File: src/rtl/tcdm_config.svh
`ifndef TCDM_CONFIG_SVH
`define TCDM_CONFIG_SVH

// channels per initiator group, one bank each
`define TCDM_NB_CHAN 4

// word address inside one bank
`define TCDM_ADDR_W 8

// data word width, a whole number of bytes
`define TCDM_DATA_W 32

`define TCDM_ID_W 4 // transaction id carried to the response
`define TCDM_USER_W 2 // sideband, echoed on reads

// starvation limit and counter width
`define TCDM_STALL_W 8

`endif // TCDM_CONFIG_SVH

File: src/rtl/tcdm_pkg.sv
`default_nettype none

package tcdm_pkg;

  `include "tcdm_config.svh"

  // byte lanes per data word
  localparam int unsigned TCDM_BE_W = `TCDM_DATA_W / 8;

  // plain vectors with a meaning
  typedef logic [`TCDM_ADDR_W-1:0]  tcdm_addr_t;  // word address in a bank
  typedef logic [`TCDM_DATA_W-1:0]  tcdm_data_t;
  typedef logic [TCDM_BE_W-1:0]     tcdm_be_t;    // one bit per byte lane
  typedef logic [`TCDM_ID_W-1:0]    tcdm_id_t;
  typedef logic [`TCDM_USER_W-1:0]  tcdm_user_t;
  typedef logic [`TCDM_STALL_W-1:0] tcdm_stall_t; // limit and counter

  // request channel, initiator to memory
  // fields held by the initiator until gnt
  typedef struct packed {
    logic       req;  // request strobe
    tcdm_addr_t add;
    logic       wen;  // low for write, high for read
    tcdm_be_t   be;
    tcdm_data_t data; // write data
    tcdm_id_t   id;
    tcdm_user_t user;
  } tcdm_req_t;

  // response channel, memory to initiator
  typedef struct packed {
    logic       gnt;    // same cycle as req
    tcdm_data_t r_data; // one cycle after a granted read
    tcdm_id_t   r_id;
    tcdm_user_t r_user;
  } tcdm_rsp_t;

  // runtime arbiter control
  typedef struct packed {
    tcdm_stall_t low_prio_max_stall; // 0 disables the starvation counter
    logic        swap_prio;          // 1 puts the low group in front
  } arb_ctrl_t;

endpackage : tcdm_pkg

`default_nettype wire

File: src/rtl/tcdm_arbiter.sv
`default_nettype none

`include "tcdm_config.svh"

module tcdm_arbiter
  import tcdm_pkg::*;
#(
  parameter int unsigned NB_CHAN = `TCDM_NB_CHAN
)
(
  input  logic      clk_i,
  input  logic      rst_ni,
  input  logic      clear,       // sync restart of the stall count
  input  arb_ctrl_t ctrl,

  input  tcdm_req_t in_high_req [NB_CHAN],
  input  tcdm_req_t in_low_req  [NB_CHAN],
  output tcdm_rsp_t in_high_rsp [NB_CHAN],
  output tcdm_rsp_t in_low_rsp  [NB_CHAN],

  output tcdm_req_t out_req     [NB_CHAN], // towards the banks
  input  tcdm_rsp_t out_rsp     [NB_CHAN]
);

  logic [NB_CHAN-1:0] prio_req;     // per channel, priority side
  logic [NB_CHAN-1:0] other_req;    // per channel, non-priority side
  logic [NB_CHAN-1:0] prio_pass;    // priority side wins the channel
  logic [NB_CHAN-1:0] high_pass;    // in_high routed to the bank
  logic               prio_req_any; // after the starvation mask
  logic               other_req_any;
  logic               prio_mask;
  logic               swap;
  tcdm_stall_t        stall_cnt_q;

  assign swap = ctrl.swap_prio;

  // side mapping, swap turns in_low into the priority side
  for (genvar ii = 0; ii < NB_CHAN; ii++)
  begin : gen_side_map
    always_comb
    begin
      if (swap)
      begin
        prio_req[ii]  = in_low_req[ii].req;
        other_req[ii] = in_high_req[ii].req;
      end
      else
      begin
        prio_req[ii]  = in_high_req[ii].req;
        other_req[ii] = in_low_req[ii].req;
      end
    end
  end

  // limit reached, hand one cycle to the other side
  assign prio_mask = (ctrl.low_prio_max_stall != '0) &&
                     (stall_cnt_q >= ctrl.low_prio_max_stall);

  // any-request reduction over all channels
  assign prio_req_any  = (|prio_req) & ~prio_mask;
  assign other_req_any = |other_req;

  // contended cycles counted, anything else restarts
  always_ff @(posedge clk_i or negedge rst_ni)
  begin
    if (!rst_ni)
      stall_cnt_q <= '0;
    else if (clear)
      stall_cnt_q <= '0;
    else if (prio_req_any && other_req_any)
      stall_cnt_q <= stall_cnt_q + tcdm_stall_t'(1);
    else
      stall_cnt_q <= '0; // also drops back right after the mask cycle
  end

  // per channel pass select
  for (genvar ii = 0; ii < NB_CHAN; ii++)
  begin : gen_pass
    assign prio_pass[ii] = prio_req_any & prio_req[ii];
    // back to physical sides
    assign high_pass[ii] = prio_pass[ii] ^ swap;
  end

  // request mux and gnt steering
  for (genvar ii = 0; ii < NB_CHAN; ii++)
  begin : gen_bind
    always_comb
    begin
      in_high_rsp[ii].gnt = 1'b0;
      in_low_rsp[ii].gnt  = 1'b0;
      if (high_pass[ii])
      begin
        out_req[ii]         = in_high_req[ii];
        in_high_rsp[ii].gnt = out_rsp[ii].gnt;
      end
      else
      begin
        out_req[ii]        = in_low_req[ii]; // idle channels land here too
        in_low_rsp[ii].gnt = out_rsp[ii].gnt;
      end
      // responses go to both sides, gnt tells whose they are
      in_high_rsp[ii].r_data = out_rsp[ii].r_data;
      in_low_rsp[ii].r_data  = out_rsp[ii].r_data;
      in_high_rsp[ii].r_id   = out_rsp[ii].r_id;
      in_low_rsp[ii].r_id    = out_rsp[ii].r_id;
      in_high_rsp[ii].r_user = out_rsp[ii].r_user;
      in_low_rsp[ii].r_user  = out_rsp[ii].r_user;
    end
  end

endmodule : tcdm_arbiter

`default_nettype wire

File: config.mk
export PLATFORM = sky130hd
export DESIGN_NAME = tcdm_arbiter
export DESIGN_NICKNAME = d
export VERILOG_FILES = /design/src/rtl/tcdm_pkg.sv /design/src/rtl/tcdm_arbiter.sv
export VERILOG_INCLUDE_DIRS = /design/src /design/src/rtl
export SDC_FILE = /design/constraint.sdc
export NUM_CORES = 1
export LEC_CHECK = 0
export BUFFER_PORTS_ARGS = -buffer_cell sky130_fd_sc_hd__buf_4
export CAP_MARGIN = 30
export CORE_AREA = 2 2 430 432
export DETAILED_ROUTE_END_ITERATION = 16
export DIE_AREA = 0 0 432 434
export GPL_TIMING_DRIVEN = 0
export SETUP_SLACK_MARGIN = 0.2
export SLEW_MARGIN = 20
export SYNTH_ARGS = -nofsm -noshare
export SYNTH_HDL_FRONTEND = slang
export SYNTH_SLANG_ARGS = --single-unit
File: constraint.sdc
create_clock -name clk_i -period 3.4 [get_ports clk_i]
set_input_delay 0.34 -clock clk_i [delete_from_list [all_inputs] [get_ports clk_i]]
set_output_delay 0.34 -clock clk_i [all_outputs]
set_load 0.03 [all_outputs]
Word-level counts from Yosys, hierarchy flattened
Cells that the tools add are included.
{ "totals": {"reg_bits": 8, "elab_cells": 40, "input_bits": 584, "output_inout_bits": 520} }
{ "op_classes": {"reduce_logical": 5, "bitwise_logic": 10, "n_mux": 22, "magnitude_cmp": 1, "n_addsub": 1} }
{ "ops": {"columns": ["operator", "n"], "rows": [
  ["52-bit 2-to-1 mux", 4],
  ["1-bit 2-to-1 mux", 16],
  ["8-bit 2-to-1 mux", 2],
  ["8-bit by 1-bit adder with 8-bit output (second input constant)", 1],
  ["8-bit greater-or-equal comparator", 1],
  ["8-bit nonzero test", 1],
  ["4-bit OR reduction", 2],
  ["1-bit AND", 5],
  ["1-bit bitwise XOR", 4],
  ["1-bit logical AND", 2],
  ["1-bit NOT", 1]
]} }

Depth between registers and ports, before layout
{ "depth": {"ltp_word": 7, "mapped_depth": 10, "ltp_nobuf": 8} }

Worst setup path after synthesis
No wires, ideal clock.
{ "synth_path": {"path_type": "register to output", "from": "register stall_cnt_q[0]", "to": "output in_high_rsp[38] (netlist name)", "n_path_buf": 1, "path_slack_ns": 0.267, "arrival_time_ns": 2.793, "required_time_ns": 3.060, "stages_incl_launch_ff": 10, "cell_sequence": "dfrtp_1 -> inv_1 -> ha_1 -> nand2b_1 -> a2111o_1 -> a32oi_2 -> buf_4 -> nand2_1 -> or2_2 -> a21boi_0"} }
{ "synth_rtl": {"columns": ["element", "line", "source"], "rows": [
  ["from (decl)", "tcdm_arbiter.sv:33", "tcdm_stall_t stall_cnt_q;"],
  ["from (signal assigned)", "tcdm_arbiter.sv:71", "stall_cnt_q <= stall_cnt_q + tcdm_stall_t'(1);"],
  ["to (decl)", "tcdm_arbiter.sv:18", "output tcdm_rsp_t in_high_rsp [NB_CHAN],"]
]} }

==> impl_results.md <==
* Status: complete, but fails checks
* Failing checks: setup timing
* Buffer cell driving the clock tree root: sky130_fd_sc_hd__clkbuf_16
* Chip height at about 430 µm
* Total Power Consumption at approximately 4.5 mW
* NetSw at between 2 and 2.5 mW
* Die width at between 400 and 500 µm
* I/O pin cnt at ~1100
* Terminus of the critical flop-to-flop path: stall_cnt_q[6]
* Reg-to-reg setup timing slack at ~0.74 ns
* Leading cell type in the layout, fill and taps excluded: sky130_fd_sc_hd__buf_4
* Sum of overflow across all layers after global routing at 0
* Number of nets in the layout at roughly 2600
* Part of the power in the clock network at approximately 4.4%
* Top_reg_cell synth: sky130_fd_sc_hd__dfrtp_1
* Total CTS buffers at 3
* Pwr/cell area at approximately 220 nW/µm²
* Top cell type's share of synthesized area at between 20% and 30%
* Leading cell types in the layout, fill and taps excluded: sky130_fd_sc_hd__buf_4 (1136), sky130_fd_sc_hd__buf_6 (106), sky130_fd_sc_hd__nor2b_1 (104)
* Sum of routed wire length over all layers at ~130000 µm
* Buffers on Ports at about 950
* Total of flip-flops plus latches after synthesis at 8
* Reg2Reg Launch Point: stall_cnt_q[0]
* Max-slew violation count at 0
* Maximum vdd drop at 0.140 mV
* Number of placement rows at around 160
* First-pass GRT wire length at 153000 µm
* Critical Path Source: stall_cnt_q[0]
* Layout cell share with drive strength beyond 1 at ~76%
* Half-perimeter wire length after placement at 120000 µm
* Top achievable clock speed at around 0.29 GHz
* Worst Setup Slack, final at -0.0108 ns
* Max Root-Sink Buffers at 2
* Post-synth design cell area at slightly below 8000 µm²
* Number of enable flip-flop cells after synthesis at 0
* Internal power at ~2.0 mW
* Sinks on the clock net at 8
* Core box area at ~180000 µm²
* Starting Density at under 10%
* TritonCTS clock tree: done
* Slew at the pin closest to its max-slew limit at between 0.7 and 0.8 ns
* Largest register FFs at 8
* Layout area overhead at 159%
* Regs by FF count: stall_cnt_q (8)
* Final period util at 100%
* Initial antenna violation count at 61
* Weighted congestion reported at the end of routability-driven placement at 0.986
* Count of filler cells inserted in the layout at approximately 21000
* Share of the yosys chip area belonging to registers at about 2.6%
* Combinational share of power at 93.3%
* Data arrival, critical path at between 3 and 4 ns
* Die footprint at approximately 190000 µm²
* Routed via count at about 13000
* Cells taking the most area after synthesis: sky130_fd_sc_hd__buf_4 (29%), sky130_fd_sc_hd__mux2_4 (17%), sky130_fd_sc_hd__a32oi_1 (11%), sky130_fd_sc_hd__a22oi_1 (9.8%), sky130_fd_sc_hd__nor2b_1 (8.5%)
* Number of max-cap violations at 0
* Async SR Flop Fraction at 100%
* Clock Pin Slew Worst Setup and Hold Paths at 0.04 ns
* Worst-path maximum fanout at 10
* Pre-antenna DRT Iters at 6
* Register with the most flip-flops: stall_cnt_q
* Period minus WS final at around 3.4 ns
* Maximum number of pins on one net before global-route repair at 11
* Startpoint types: flop
* Clock latency reported for the late side of the worst-skew pair at ~0.23 ns
* DRC violation count after routing at 0
* GRT Overall Usage at roughly 13%
* Warning count from the yosys run at 0
* Mean instance size in the synthesized netlist at 7.73 µm²
* Worst slew margin relative to its limit at 50.7%
* Setup crit end kind: output pin
* Number of DRC markers in iteration 0 at 1274
* Capture point of the critical path: out_req[175]
* Critical path class: reg -> out
* Post-detailed-route count of antenna-violating nets at 0
* Final Hold Violating Endpoints at 0
* Setup Skew at between 0.002 and 0.003 ns
* Number of global-route vias before repair at ~12000
* Number of instances in the synthesized netlist at 1009
* Switching portion of total power at ~55%
* Number of vias per cell at just over 3
* Setup repair after global routing missed its margin: yes
* Sum of negative setup slack at -0.0561 ns
* Distinct cells, synth at 34
* Routed wire length per instance at between 20 and 30 µm
* Required time worst endpoint at roughly 3.1 ns
* Path class of the lowest-slack min-delay path: in -> async
* H-Tree Level Count at 1
* Path depth of the worst reg2reg path at 9
* Static leakage power at 8.98 nW
* Cell type with the largest total area after synthesis: sky130_fd_sc_hd__buf_4
* Worst hold margin at approximately 0.54 ns
* Final instance count without filler cells at approximately 4400
* Final setup viols at 7
* Sequential share of power at between 2 and 2.5%
* Placed insts at roughly 4400
* Number of nets produced by synthesis at around 1600
==> through the flow <==
step | setup WS [ns] | util [%] | instance area, µm²
after floorplan | 0.267 | - | 7790
after global placement | -2.69 | 9.82 | 17900
after global routing | -0.0794 | 11.1 | 20200
after CTS | 0.0409 | 10.6 | 19400
final | -0.0108 | 11.1 | 20200
after detailed placement | -1.02 | 9.87 | 18000
==> routing by layer <==
layer	vias up	share of wire [%]	wire [µm]	track usage, %
met1	6563	34	44200	13.7
li1	5444	-	-	-
met3	159	15	20200	7.58
met2	1109	47	61900	21.8
met4	30	3.6	4710	2.76
met5	-	0.42	549	2.52
==> cells in the mapped netlist, drive strengths merged, types with 4 or more instances <==
cell type  number
buf           318
inv             9
clkbuf         79
nand2           9
dfrtp           8
a22oi         102
mux2          102
nor3            4
nor2b         106
a32oi         103
xor2            5
o21ai         104
nor2           12
nand3           5
nor4            4
and2            4
and3            4
a21oi           9
ha              9
==> cell families (layout without fill, tap and decap cells) <==
family,after synthesis,count (layout),synth area share (%)
buffers and inverters,406,1393,35.3
AO/OA/AOI/OAI,324,324,29.4
AND/OR/NAND/NOR,154,155,11.6
multiplexers,102,102,19.0
adder cells (fa/ha/maj),9,9,1.44
flip-flops,8,8,2.57
XOR/XNOR,6,6,0.674
other,0,24,0
==> how the worst min path moves through the flow <==
| stage | cells past startpoint | to | slack, ns | start |
|---|---|---|---|---|
| floorplan | 0 | stall_cnt_q[0] | 0.04 | rst_ni |
| global placement | 1 | stall_cnt_q[3] | 0.17 | rst_ni |
| detailed placement | 1 | stall_cnt_q[3] | 0.17 | rst_ni |
| CTS | 2 | stall_cnt_q[3] | 0.56 | rst_ni |
| global route | 2 | stall_cnt_q[2] | 0.58 | rst_ni |
| finish | 2 | stall_cnt_q[3] | 0.54 | rst_ni |
==> power groups by stage <==
stage                     Sequential [mW]  Clock, mW  Combinational, mW
after floorplan                     0.103          0               1.80
after global placement              0.105          0               3.79
after detailed placement            0.105          0               3.81
after CTS                           0.103      0.199               4.08
after global routing                0.104      0.206               4.34
final                               0.103      0.195               4.16
==> critical path, stage by stage (launching register included) <==
cell	delay, ns
sky130_fd_sc_hd__dfrtp_2	0.41
sky130_fd_sc_hd__inv_2	0.07
sky130_fd_sc_hd__ha_4	0.19
sky130_fd_sc_hd__nand2b_4	0.13
sky130_fd_sc_hd__a2111o_1	0.40
sky130_fd_sc_hd__a32oi_2	0.28
sky130_fd_sc_hd__buf_8	0.16
sky130_fd_sc_hd__buf_6	0.10
sky130_fd_sc_hd__a31o_4	0.16
sky130_fd_sc_hd__buf_12	0.18
sky130_fd_sc_hd__buf_16	0.19
sky130_fd_sc_hd__mux2_4	0.35
sky130_fd_sc_hd__buf_6	0.16
==> repair_timing <==
item | CTS | global route
pin swaps | 20 | 7
hold endpoints to repair | 8 | 0
resized for setup | 337 | 138
buffers inserted | 12 | 4
hold buffers | 1 | 0
endpoints found under the setup margin | 216 | 214
gates cloned | 5 | 7
==> final cells by class <==
class / instances / area (µm²) / area share [%]
tap: 2385 / 2980 / 14.8
buffer: 397 / 3130 / 15.5
multi-input combinational: 596 / 5410 / 26.8
inverter: 9 / 33.8 / 0.167
sequential: 8 / 201 / 0.997
timing repair buffer: 984 / 8310 / 41.1
clock buffer: 3 / 75.1 / 0.372
antenna: 24 / 60.1 / 0.297
Note: power is estimated with default switching activity, not from simulation.
